==> src/logic/bus_pkg.sv <==
// bus and debug-word types shared by the debug FIFO, loader, decoder and memory bridge
`default_nettype none

package bus_pkg;

	// byte address and write data on the internal bus
	typedef logic [31:0] addr_t;
	typedef logic [31:0] data_t;

	// debug word from the host where bit 32 set means address load
	typedef logic [32:0] dbg_word_t;

	// one write request on the internal bus
	typedef struct packed {
		logic  valid;
		addr_t addr;
		data_t wdata;
	} bus_req_t;

	// debug FIFO sizing
	localparam int DBG_FIFO_DEPTH = 32;

	// pointer wraps naturally at the FIFO depth
	typedef logic [4:0] dbg_ptr_t;

endpackage

`default_nettype wire

==> src/logic/soc_regmap_pkg.sv <==
// address map and misc register layout, imported by the decoder, misc registers and top level
`default_nettype none

package soc_regmap_pkg;

	// top nibble of the byte address selects the region
	typedef logic [3:0] region_t;

	localparam region_t REGION_MISC = 4'h2;
	localparam region_t REGION_MEM  = 4'h4;

	// word offset inside the misc region, address bits 5..2
	typedef logic [3:0] misc_off_t;

	localparam misc_off_t MISC_LED        = 4'd0;
	localparam misc_off_t MISC_PSRAMOVR_A = 4'd4;
	localparam misc_off_t MISC_FLASH_SEL  = 4'd11;

	typedef logic [8:0] led_t;

	// PSRAM pin override with enable in the top bit
	typedef struct packed {
		logic       enable;
		logic       oe;
		logic       sclk;
		logic       nce;
		logic [3:0] sout;
	} psram_ovr_t;

	// upper 24 bits of a flash-select write that queue the FPGA reload
	localparam logic [23:0] RELOAD_MAGIC = 24'hD0F1A5;

	// fsel_c is high while the countdown is in [FSEL_C_LO, FSEL_C_HI]
	localparam logic [2:0] FSEL_DELAY_START = 3'd7;
	localparam logic [2:0] FSEL_C_HI        = 3'd5;
	localparam logic [2:0] FSEL_C_LO        = 3'd3;

endpackage

`default_nettype wire

==> src/logic/dbg_fifo.sv <==
// circular buffer between the host debug port and the loader, written by strobe, read by pop
`default_nettype none
`timescale 1ns/1ps

module dbg_fifo import bus_pkg::*; (
	input  wire       clk48m,
	input  wire       rst,
	input  wire       dbg_word_t push_word,
	input  wire       push,
	output dbg_word_t head,
	output logic      not_empty,
	input  wire       pop
);

	dbg_word_t mem [DBG_FIFO_DEPTH];
	dbg_ptr_t wr_ptr;
	dbg_ptr_t rd_ptr;
	// one bit wider than the pointer so full and empty differ
	logic [$bits(dbg_ptr_t):0] count;
	logic full;
	logic do_push;
	logic do_pop;

	assign full      = (count == DBG_FIFO_DEPTH);
	assign not_empty = (count != '0);
	assign head      = mem[rd_ptr];

	// a strobe into a full FIFO is lost since the host port has no back-pressure
	assign do_push = push && !full;
	assign do_pop  = pop && not_empty;

	always_ff @(posedge clk48m) begin
		if (do_push) begin
			mem[wr_ptr] <= push_word;
		end
	end

	always_ff @(posedge clk48m) begin
		if (rst) begin
			wr_ptr <= '0;
			rd_ptr <= '0;
			count  <= '0;
		end else begin
			if (do_push) begin
				wr_ptr <= wr_ptr + 1'b1;
			end
			if (do_pop) begin
				rd_ptr <= rd_ptr + 1'b1;
			end
			case ({do_push, do_pop})
				2'b10:   count <= count + 1'b1;
				2'b01:   count <= count - 1'b1;
				default: count <= count;
			endcase
		end
	end

endmodule

`default_nettype wire

==> src/logic/dbg_loader.sv <==
// bus master fed by the debug FIFO, loads the address or issues one write per data word
`default_nettype none
`timescale 1ns/1ps

module dbg_loader import bus_pkg::*; (
	input  wire       clk48m,
	input  wire       rst,
	input  wire       dbg_word_t head,
	input  wire       not_empty,
	output logic      pop,
	output bus_req_t  bus_req,
	input  wire       bus_ready
);

	typedef enum logic {
		ld_idle,
		ld_writing
	} ld_state_t;

	ld_state_t state;
	addr_t cur_addr;
	data_t wr_data;
	logic head_is_addr;

	assign head_is_addr = head[32];

	// a word is taken only while no write is outstanding
	assign pop = (state == ld_idle) && not_empty;

	always_comb begin
		bus_req.valid = (state == ld_writing);
		bus_req.addr  = cur_addr;
		bus_req.wdata = wr_data;
	end

	// payload register, only written on a data word
	always_ff @(posedge clk48m) begin
		if (pop && !head_is_addr) begin
			wr_data <= head[31:0];
		end
	end

	always_ff @(posedge clk48m) begin
		if (rst) begin
			state    <= ld_idle;
			cur_addr <= '0;
		end else begin
			case (state)
				ld_idle: begin
					if (pop) begin
						if (head_is_addr) begin
							cur_addr <= head[31:0];
						end else begin
							state <= ld_writing;
						end
					end
				end
				ld_writing: begin
					// hold the request until the target accepts it, then step one word
					if (bus_ready) begin
						state    <= ld_idle;
						cur_addr <= cur_addr + 32'd4;
					end
				end
				default: state <= ld_idle;
			endcase
		end
	end

endmodule

`default_nettype wire

==> src/logic/bus_decoder.sv <==
// routes each bus write by its address region and returns ready from the selected target
`default_nettype none
`timescale 1ns/1ps

module bus_decoder import bus_pkg::*, soc_regmap_pkg::*; (
	input  wire        clk48m,
	input  wire        rst,
	input  wire        bus_req_t bus_req,
	output logic       bus_ready,
	output logic       misc_we,
	output misc_off_t  misc_off,
	output data_t      misc_wdata,
	output bus_req_t   mem_bus,
	input  wire        mem_done,
	output logic       irq_bus_error
);

	region_t region;
	logic misc_sel;
	logic mem_sel;
	logic err_sel;

	always_comb begin
		region   = bus_req.addr[31:28];
		misc_sel = 1'b0;
		mem_sel  = 1'b0;
		err_sel  = 1'b0;
		if (bus_req.valid) begin
			case (region)
				REGION_MISC: misc_sel = 1'b1;
				REGION_MEM:  mem_sel  = 1'b1;
				default:     err_sel  = 1'b1;
			endcase
		end
	end

	// misc registers take the write in a single cycle
	assign misc_we    = misc_sel;
	assign misc_off   = bus_req.addr[5:2];
	assign misc_wdata = bus_req.wdata;

	always_comb begin
		mem_bus.valid = mem_sel;
		mem_bus.addr  = bus_req.addr;
		mem_bus.wdata = bus_req.wdata;
	end

	// unmapped writes are acknowledged at once so the loader moves on
	assign bus_ready = misc_sel || err_sel || (mem_sel && mem_done);

	// one pulse per unmapped write since valid drops right after ready
	always_ff @(posedge clk48m) begin
		if (rst) begin
			irq_bus_error <= 1'b0;
		end else begin
			irq_bus_error <= err_sel;
		end
	end

endmodule

`default_nettype wire

==> src/logic/misc_regs.sv <==
// misc register block in region 0x2: LEDs, PSRAM-A pin override, flash select and reload
`default_nettype none
`timescale 1ns/1ps

module misc_regs import bus_pkg::*, soc_regmap_pkg::*; (
	input  wire        clk48m,
	input  wire        rst,
	input  wire        we,
	input  wire        misc_off_t off,
	input  wire        data_t wdata,
	output led_t       led,
	output logic       psram_sclk,
	output logic       psram_nce,
	output logic       psram_oe,
	output logic [3:0] psram_sout,
	output logic       fsel_d,
	output logic       fsel_c,
	output logic       programn
);

	psram_ovr_t ovr;
	logic [2:0] fsel_cnt;
	logic reload_queued;
	logic reload;

	always_ff @(posedge clk48m) begin
		if (rst) begin
			led           <= '0;
			ovr           <= '0;
			fsel_d        <= 1'b0;
			reload_queued <= 1'b0;
		end else if (we) begin
			case (off)
				MISC_LED:        led <= wdata[$bits(led_t)-1:0];
				MISC_PSRAMOVR_A: ovr <= wdata[$bits(psram_ovr_t)-1:0];
				MISC_FLASH_SEL: begin
					fsel_d <= wdata[0];
					// reload only fires when the magic is in the upper bits
					if (wdata[31:8] == RELOAD_MAGIC) begin
						reload_queued <= 1'b1;
					end
				end
				default: ;
			endcase
		end
	end

	// pins sit at idle levels when not overridden
	assign psram_oe   = ovr.enable ? ovr.oe   : 1'b0;
	assign psram_sclk = ovr.enable ? ovr.sclk : 1'b0;
	assign psram_nce  = ovr.enable ? ovr.nce  : 1'b1;
	assign psram_sout = ovr.enable ? ovr.sout : 4'b0000;

	// give the flash mux flop time to settle before PROGRAMN is pulled
	always_ff @(posedge clk48m) begin
		if (rst) begin
			fsel_cnt <= '0;
			reload   <= 1'b0;
		end else if (we && off == MISC_FLASH_SEL) begin
			fsel_cnt <= FSEL_DELAY_START;
		end else if (fsel_cnt != '0) begin
			fsel_cnt <= fsel_cnt - 1'b1;
			if (fsel_cnt == 3'd1 && reload_queued) begin
				reload <= 1'b1;
			end
		end
	end

	// three-cycle clock pulse for the flash-select flop
	assign fsel_c = (fsel_cnt <= FSEL_C_HI) && (fsel_cnt >= FSEL_C_LO);

	// reload is sticky until reset
	assign programn = ~reload;

endmodule

`default_nettype wire

==> src/logic/mem_port_bridge.sv <==
// four-phase req/ack master that forwards region 0x4 writes to the external memory port
`default_nettype none
`timescale 1ns/1ps

module mem_port_bridge import bus_pkg::*; (
	input  wire      clk48m,
	input  wire      rst,
	input  wire      bus_req_t mem_bus,
	output logic     mem_done,
	output logic     mem_req,
	output addr_t    mem_addr,
	output data_t    mem_wdata,
	input  wire      mem_ack
);

	typedef enum logic [1:0] {
		st_idle,
		st_request,
		st_release,
		st_done
	} br_state_t;

	br_state_t state;

	// address and data stay stable for the whole handshake
	always_ff @(posedge clk48m) begin
		if (state == st_idle && mem_bus.valid) begin
			mem_addr  <= mem_bus.addr;
			mem_wdata <= mem_bus.wdata;
		end
	end

	always_ff @(posedge clk48m) begin
		if (rst) begin
			state <= st_idle;
		end else begin
			case (state)
				st_idle: begin
					if (mem_bus.valid) begin
						state <= st_request;
					end
				end
				st_request: begin
					if (mem_ack) begin
						state <= st_release;
					end
				end
				st_release: begin
					// wait for the responder to drop ack before reporting done
					if (!mem_ack) begin
						state <= st_done;
					end
				end
				st_done: state <= st_idle;
				default: state <= st_idle;
			endcase
		end
	end

	assign mem_req  = (state == st_request);
	assign mem_done = (state == st_done);

endmodule

`default_nettype wire

==> src/logic/soc_debug_top.sv <==
// top level of the debug-register path, connects host port, loader, decoder and targets
`default_nettype none
`timescale 1ns/1ps

module soc_debug_top import bus_pkg::*, soc_regmap_pkg::*; (
	input  wire        clk48m,
	input  wire        rst,
	input  wire        data_t dbg_in,
	input  wire        dbg_sel,
	input  wire        dbg_strobe,
	output wire        mem_req,
	output wire        addr_t mem_addr,
	output wire        data_t mem_wdata,
	input  wire        mem_ack,
	output wire        led_t led,
	output wire        psram_sclk,
	output wire        psram_nce,
	output wire        psram_oe,
	output wire  [3:0] psram_sout,
	output wire        fsel_d,
	output wire        fsel_c,
	output wire        programn,
	output wire        irq_bus_error
);

	dbg_word_t fifo_head;
	logic fifo_not_empty;
	logic fifo_pop;
	bus_req_t bus_req;
	logic bus_ready;
	logic misc_we;
	misc_off_t misc_off;
	data_t misc_wdata;
	bus_req_t mem_bus;
	logic mem_done;

	dbg_fifo fifo_i (
		.clk48m    (clk48m),
		.rst       (rst),
		.push_word ({dbg_sel, dbg_in}),
		.push      (dbg_strobe),
		.head      (fifo_head),
		.not_empty (fifo_not_empty),
		.pop       (fifo_pop)
	);

	dbg_loader loader_i (
		.clk48m    (clk48m),
		.rst       (rst),
		.head      (fifo_head),
		.not_empty (fifo_not_empty),
		.pop       (fifo_pop),
		.bus_req   (bus_req),
		.bus_ready (bus_ready)
	);

	bus_decoder decoder_i (
		.clk48m        (clk48m),
		.rst           (rst),
		.bus_req       (bus_req),
		.bus_ready     (bus_ready),
		.misc_we       (misc_we),
		.misc_off      (misc_off),
		.misc_wdata    (misc_wdata),
		.mem_bus       (mem_bus),
		.mem_done      (mem_done),
		.irq_bus_error (irq_bus_error)
	);

	misc_regs misc_i (
		.clk48m     (clk48m),
		.rst        (rst),
		.we         (misc_we),
		.off        (misc_off),
		.wdata      (misc_wdata),
		.led        (led),
		.psram_sclk (psram_sclk),
		.psram_nce  (psram_nce),
		.psram_oe   (psram_oe),
		.psram_sout (psram_sout),
		.fsel_d     (fsel_d),
		.fsel_c     (fsel_c),
		.programn   (programn)
	);

	mem_port_bridge bridge_i (
		.clk48m    (clk48m),
		.rst       (rst),
		.mem_bus   (mem_bus),
		.mem_done  (mem_done),
		.mem_req   (mem_req),
		.mem_addr  (mem_addr),
		.mem_wdata (mem_wdata),
		.mem_ack   (mem_ack)
	);

endmodule

`default_nettype wire

==> config.mk <==
export PLATFORM = sky130hd
export DESIGN_NAME = soc_debug_top
export DESIGN_NICKNAME = d
export VERILOG_FILES = /design/src/logic/bus_pkg.sv /design/src/logic/soc_regmap_pkg.sv /design/src/logic/dbg_fifo.sv /design/src/logic/dbg_loader.sv /design/src/logic/bus_decoder.sv /design/src/logic/misc_regs.sv /design/src/logic/mem_port_bridge.sv /design/src/logic/soc_debug_top.sv
export SDC_FILE = /design/constraint.sdc
export NUM_CORES = 1
export LEC_CHECK = 0
export BUFFER_PORTS_ARGS = -buffer_cell sky130_fd_sc_hd__buf_2
export CELL_PAD_IN_SITES_DETAIL_PLACEMENT = 1
export CELL_PAD_IN_SITES_GLOBAL_PLACEMENT = 2
export CORE_MARGIN = 3
export CORE_UTILIZATION = 32
export CTS_CLUSTER_DIAMETER = 200
export DETAILED_ROUTE_END_ITERATION = 8
export GPL_TIMING_DRIVEN = 0
export HOLD_SLACK_MARGIN = 0.02
export PLACE_DENSITY_LB_ADDON = 0.3
export RECOVER_POWER = 25
export SLEW_MARGIN = 30
export SYNTH_ARGS = -nofsm -noshare
export SYNTH_HDL_FRONTEND = slang
export SYNTH_SLANG_ARGS = --single-unit
==> constraint.sdc <==
create_clock -name clk48m -period 5.32 [get_ports clk48m]
set_input_delay 1.064 -clock clk48m [delete_from_list [all_inputs] [get_ports clk48m]]
set_output_delay 1.064 -clock clk48m [all_outputs]
set_load 0.02 [all_outputs]
Word-level counts from Yosys, hierarchy flattened --
Memories as Yosys holds them, arrays and structs flattened. A register that Yosys moved wholly into a read port is not among the register bits. Cells that the tools add are included.
Word-level totals: register bits after elaboration 171, RAM bits 1056, input port bits 37, output and inout port bits 85, word-level logic and storage cells 106, memories 1
Operators by class: add/subtract/negate cells 6, $lt $le $gt $ge 2, equal/unequal tests 18, mux-type cells 29, bitwise gates (word level) 3, reduce and logical (&&, ||, !) cells 27
Memories:
- fifo_i.mem | words 32, width 33, read ports 1, clocked after memory_dff 1, wr ports 1, line dbg_fifo.sv:15 | dbg_word_t mem [DBG_FIFO_DEPTH];
Operators by type and width (number):
- 32-bit 2-to-1 mux | 3
- 32-bit one-hot mux with 2 select lines | 1
- 32-bit by 3-bit adder with 32-bit output, second input constant | 1
- 24-bit == test, second input constant | 1
- 1-bit 2-to-1 mux | 14
- 6-bit one-hot mux with 2 select lines | 1
- 3-bit AND reduction | 4
- 5-bit by 1-bit adder with 5-bit output, second input constant | 2
- 5-bit 2-to-1 mux | 2
- 2-bit != test, second input constant | 5
- 1-bit logical AND | 9
- 4-bit by 3-bit == test with 1-bit output, second input constant | 2
- 2-bit one-hot mux with 4 select lines | 1
- 6-bit by 1-bit adder with 6-bit output, second input constant | 1
- 2-bit == test, second input constant | 3
- 6-bit == test, second input constant | 1
- 2-bit 2-to-1 mux | 3
- 3-bit 2-to-1 mux | 2
- 2-bit AND reduction | 3
- 6-bit nonzero test | 1
- 6-bit by 1-bit subtractor with 6-bit output, second input constant | 1
- 2-bit by 1-bit == test with 1-bit output, second input constant | 2
- 4-bit by 2-bit == test with 1-bit output, second input constant | 1
- 4-bit == test, second input constant | 1
- 15 further kinds | 20

Longest topological paths before layout --
depth in word-level cells 8, gate-level depth with buffers 14, mapped depth without buffers 12

Hierarchy --
Synthesis repeated with hierarchy kept, for this count alone.
Second synthesis, totals: cell total of the unflattened synthesis 2723, area, all modules 48631.6 um^2
By module, submodules not included:
- dbg_fifo | instances 1, cells an instance 2106, area an instance 41583.6 um^2, seq. area each 32130.8 um^2
- dbg_loader | instances 1, cells an instance 318, area an instance 3079.2 um^2, seq. area each 1621.6 um^2
- mem_port_bridge | instances 1, cells an instance 81, area an instance 2085.8 um^2, seq. area each 1961.9 um^2
- misc_regs | instances 1, cells an instance 108, area an instance 1043.5 um^2, seq. area each 460.4 um^2
- bus_decoder | instances 1, cells an instance 110, area an instance 839.6 um^2, seq. area each 20.0 um^2

Worst setup path after synthesis --
No wires, ideal clock.
path kind register -> register, from register loader_i.state, to register bridge_i.mem_addr[0], enable pin, setup time 565 ps, arrival time 5229 ps, required time 4755 ps, slack -473 ps, cell stages (with the launch flop) 3, path buffers 0, period minus slack after synthesis 5793 ps, cells stage by stage dfxtp_1 > or3b_1 > nor3_1
Between the ends: cells in the longest elaborated chain, start to end 2
Ends and longest elaborated chain:
- start, declared | line dbg_loader.sv:20 | ld_state_t state;
- start signal, assigned | line dbg_loader.sv:45 | state <= ld_idle;
- start signal, assigned | line dbg_loader.sv:54 | state <= ld_writing;
- start signal, assigned | line dbg_loader.sv:61 | state <= ld_idle;
- 1-bit 2-to-1 mux | line bus_decoder.sv:28 | if (bus_req.valid) begin
- 1-bit logical AND | line mem_port_bridge.sv:27 | if (state == st_idle && mem_bus.valid) begin
- end signal, assigned | line mem_port_bridge.sv:28 | mem_addr <= mem_bus.addr;
- end, declared | line mem_port_bridge.sv:11 | output addr_t mem_addr,
No other way between the ends. A chain may end at the register's enable or synchronous reset.

==> summary.txt <==
Clocking
  • Hold Buf Count CTS: 0
  • CTS max path bufs: 3
  • H-tree depth: 4
  • CTS root buf: clkbuf_16
  • Post-CTS Resized: 0
  • Sink Count: roughly 1,200
  • CTS Buf Count: 138
  • Clock latency on the worst-skew pair: 0.79 ns
  • Reg clk slew, reported paths: 0.06 ns
  • CTS tree: yes
  • Total setup buffers inserted after CTS: 0

Timing
  • Clock Skew: roughly 0.048 ns
  • Slew @ Worst Pin: between 1 and 1.5 ns
  • Final min period: approximately 4.3 ns
  • Final worst slack: ~1.0 ns
  • Tcrit/Tclk final: 80.9%
  • Final sum of negative setup slack: 0 ns
  • Rel. slew slack: about 8%
  • Unrepaired setup endpoints after global routing: false
  • Count of final max-slew check failures: 0
  • Final-report setup violation count: 0
  • Max Clock Freq: 232 MHz
  • Final Hold Vio Count: 0

Synthesis
  • Synthesized area per cell: between 20 and 25 sq um
  • Number of synthesized register bits: between 1,000 and 1,500
  • Cell count after synthesis: 2,309
  • Asr flop ratio synth: 0%
  • Sequential area share after synthesis: between 70% and 80%
  • Syn Nets: roughly 2,400
  • Netlist Area Pre-Place: about 47,000 sq um
  • Synth warnings: 0
  • Post-synth EDFFs: 1,152
  • Top FF cell, synth: edfxtp_1
  • Number of distinct library cells after synthesis: 66

Critical path
  • Worst endpoint required time: between 5 and 6 ns
  • Maximum fanout along the worst path: 10
  • Crit path DAT: between 4 and 5 ns
  • FF-to-FF End: loader_i.cur_addr[27]
  • Critical Path Source Type: flop
  • Reg2Reg Depth: 8
  • Critical Path Sink Type: flop
  • Slack of the worst reg-to-reg path: 1.02 ns
  • Critical path class: flop to flop

Die
  • DIE HEIGHT: approximately 390 microns
  • Die Area: around 150,000 sq um
  • Core Region: approximately 150,000 sq um
  • Initial Util: roughly 32%
  • Die X: about 390 microns
  • IO Count: between 100 and 150
  • FP Rows: 140

Place
  • Placer Congestion: 0.809
  • Post-DP HPWL: roughly 100,000 microns
  • Dpl cells: roughly 4,500
  • Dpl ws: between 0.9 and 1 ns
  • I/O Buffers: between 100 and 150

Worst hold path
  • HP Class: flop to flop
  • Hold depth: 2
  • Hold path startpoint: misc_i.reload
  • Worst hold endpoint: misc_i.reload

Route
  • DR iter-0 viols: 2,733
  • DR pass1 iterations: 5
  • DRC errors left: 0
  • Post-route ant nets: 0
  • Vias post-DR: roughly 25,000
  • Vias per std cell: around 5.4
  • Wire per inst: between 30 and 40 microns
  • Final Routed Wirelength: roughly 150,000 microns

Run
  • MaxCap Viol Count: 0

Power
  • Pwr Total: 26.7 mW
  • Leak: ~18 nW
  • P per Cell Area: 462 nW/um^2
  • P_int: around 19 mW
  • Sw Ratio: just under 30%
  • Peak supply drop: about 0.35 mV
  • Clock share of power: roughly 35%
  • Combinational power share: between 20 and 25%
  • Part of the power in registers: roughly 44%
  • Psw: 7.84 mW

Final layout
  • Synth-to-layout area growth: 21.8%
  • Nets: ~2,700
  • Non-Filler Instances: 4,699
  • Fillers: 14,000
  • Share of layout cells above drive strength 1: about 30%

GRT
  • First-pass GRT wire length: between 200,000 and 250,000 microns
  • Overflow after GRT: 0
  • Global-route usage over all layers: between 10% and 20%
  • Largest net degree at the start of global routing: 33
  • Initial antenna violation count: 14
  • Number of global-route vias before repair: 26,300

Outcome
  • Status: finished, final reports clean
through the flow:
stage	hold slack, ns	instance area [sq um]	util, %
2_1_floorplan	0.409	47400	-
3_3_place_gp	0.441	50400	34.4
3_5_place_dp	0.444	53400	36.5
4_1_cts	0.451	57800	39.5
5_1_grt	0.479	57800	39.4
6_report	0.447	57800	39.4
cell usage after synthesis (5+ instances only):
master,n,share of area (%)
edfxtp_1,1152,73
nand3b_1,9,0.14
xnor2_1,5,0.092
xor2_1,9,0.17
o21bai_1,7,0.11
o22a_1,5,0.092
a211oi_1,39,0.62
o21ai_0,12,0.13
mux2_1,8,0.19
nor4_1,16,0.21
a221oi_1,12,0.22
or3b_2,6,0.11
buf_6,18,0.43
o21ai_1,11,0.12
mux2_2,29,0.69
and2_1,18,0.24
o22ai_1,72,0.95
buf_4,19,0.30
clkbuf_1,51,0.40
nand3_1,19,0.20
ha_1,18,0.47
nor2_1,112,0.89
inv_1,16,0.13
nand2b_1,11,0.15
buf_1,5,0.040
dfxtp_1,80,3.4
a31oi_1,11,0.15
nand4_1,13,0.17
buf_2,25,0.26
mux4_2,267,13
a21oi_1,42,0.44
nor2b_1,23,0.30
nand2_1,33,0.26
mux2i_1,42,0.89
nor3_1,22,0.23
or3_1,8,0.11
logic make-up (layout without fill, tap and decap cells):
logic type,after synthesis,in the layout,synth area share [%]
fa+ha+maj,18,18,0.475
buf+inv,135,607,1.57
other cells,0,1,0
mux,346,346,14.4
simple gates,325,325,3.60
xor+xnor,14,14,0.259
flops,1232,1232,76.3
compound gates,239,239,3.33
worst max-delay path by stage:
stage	cells after the start	from	endpoint	slack, ns
CTS	8	flop	loader_i.cur_addr[27]	1.12
global placement	5	dbg_strobe	fifo_i.mem[15][16]	-2.20
floorplan	4	dbg_strobe	fifo_i.mem[15][0]	1.51
detailed placement	8	dbg_strobe	fifo_i.mem[12][25]	0.96
finish	8	flop	loader_i.cur_addr[27]	1.02
global route	8	flop	loader_i.cur_addr[14]	0.98
metal layers:
layer	vias up	part of all wire, %	GRT usage [%]	wire [microns]
met4	8	2.6	6.02	3980
met2	938	49	33.0	74700
li1	10400	-	-	-
met5	-	0.039	0	59
met1	13800	41	25.7	62100
met3	217	7.2	4.78	10900
registers in the layout, summed over array words and instances, names as in the netlist, 2 cells and up, named ones only:
name                flops
fifo_i.mem           1056
fifo_i.count            6
bridge_i.mem_addr      32
misc_i.ovr              8
bridge_i.state          2
fifo_i.rd_ptr           5
loader_i.cur_addr      32
fifo_i.wr_ptr           5
misc_i.led              9
misc_i.fsel_cnt         3
bridge_i.mem_wdata     32
loader_i.wr_data       32
cell usage in the layout (no fill, tap or decap), drive strengths merged, types with 6 or more instances in the layout:
cell       n
a211oi    40
nand2b    11
ha        18
xor2       9
and2      19
inv       24
a21oi     42
o21ai     23
mux2i     42
buf      274
dfxtp     80
bufinv     7
clkbuf   245
or3b       9
o21bai     7
mux2      37
a31oi     12
nor2b     23
nand2     33
edfxtp  1152
a221oi    12
o22ai     72
nor4      16
nand4     13
or2        6
clkinv    52
mux4     267
nand3     19
nand3b     9
nor3      24
or3        8
nor2     112
worst max-delay path, cell delays in order (launching register included):
cell and delay [ns]:
dfxtp_1 0.42, clkbuf_1 0.40, clkbuf_2 0.48, nand2_1 0.51
clkbuf_1 0.82, o22ai_1 0.39, a211oi_2 0.72, o22ai_1 0.16
a221oi_1 0.27
area by class of cell:
| type | instances | area, sq um | share of cell area (%) |
|---|---|---|---|
| well taps | 1917 | 2400 | 4.15 |
| flip-flops and latches | 1232 | 36200 | 62.7 |
| inverters | 17 | 63.8 | 0.110 |
| clock inverters | 71 | 733 | 1.27 |
| multi-input cells | 942 | 10800 | 18.8 |
| repair buffers | 226 | 3200 | 5.55 |
| plain buffers | 118 | 689 | 1.19 |
| clock buffers | 175 | 3630 | 6.29 |
| diodes | 1 | 2.50 | 0.00433 |
power by group through the flow:
stage / clock, mW / combinational, mW / sequential (mW)
after floorplan: 0 / 3.64 / 11.7
after global placement: 0 / 5.60 / 11.8
after detailed placement: 0 / 5.91 / 11.8
after CTS: 9.43 / 5.93 / 11.6
after global routing: 9.84 / 6.24 / 11.7
final: 9.23 / 5.82 / 11.6
(Power assumes the default switching activity.)
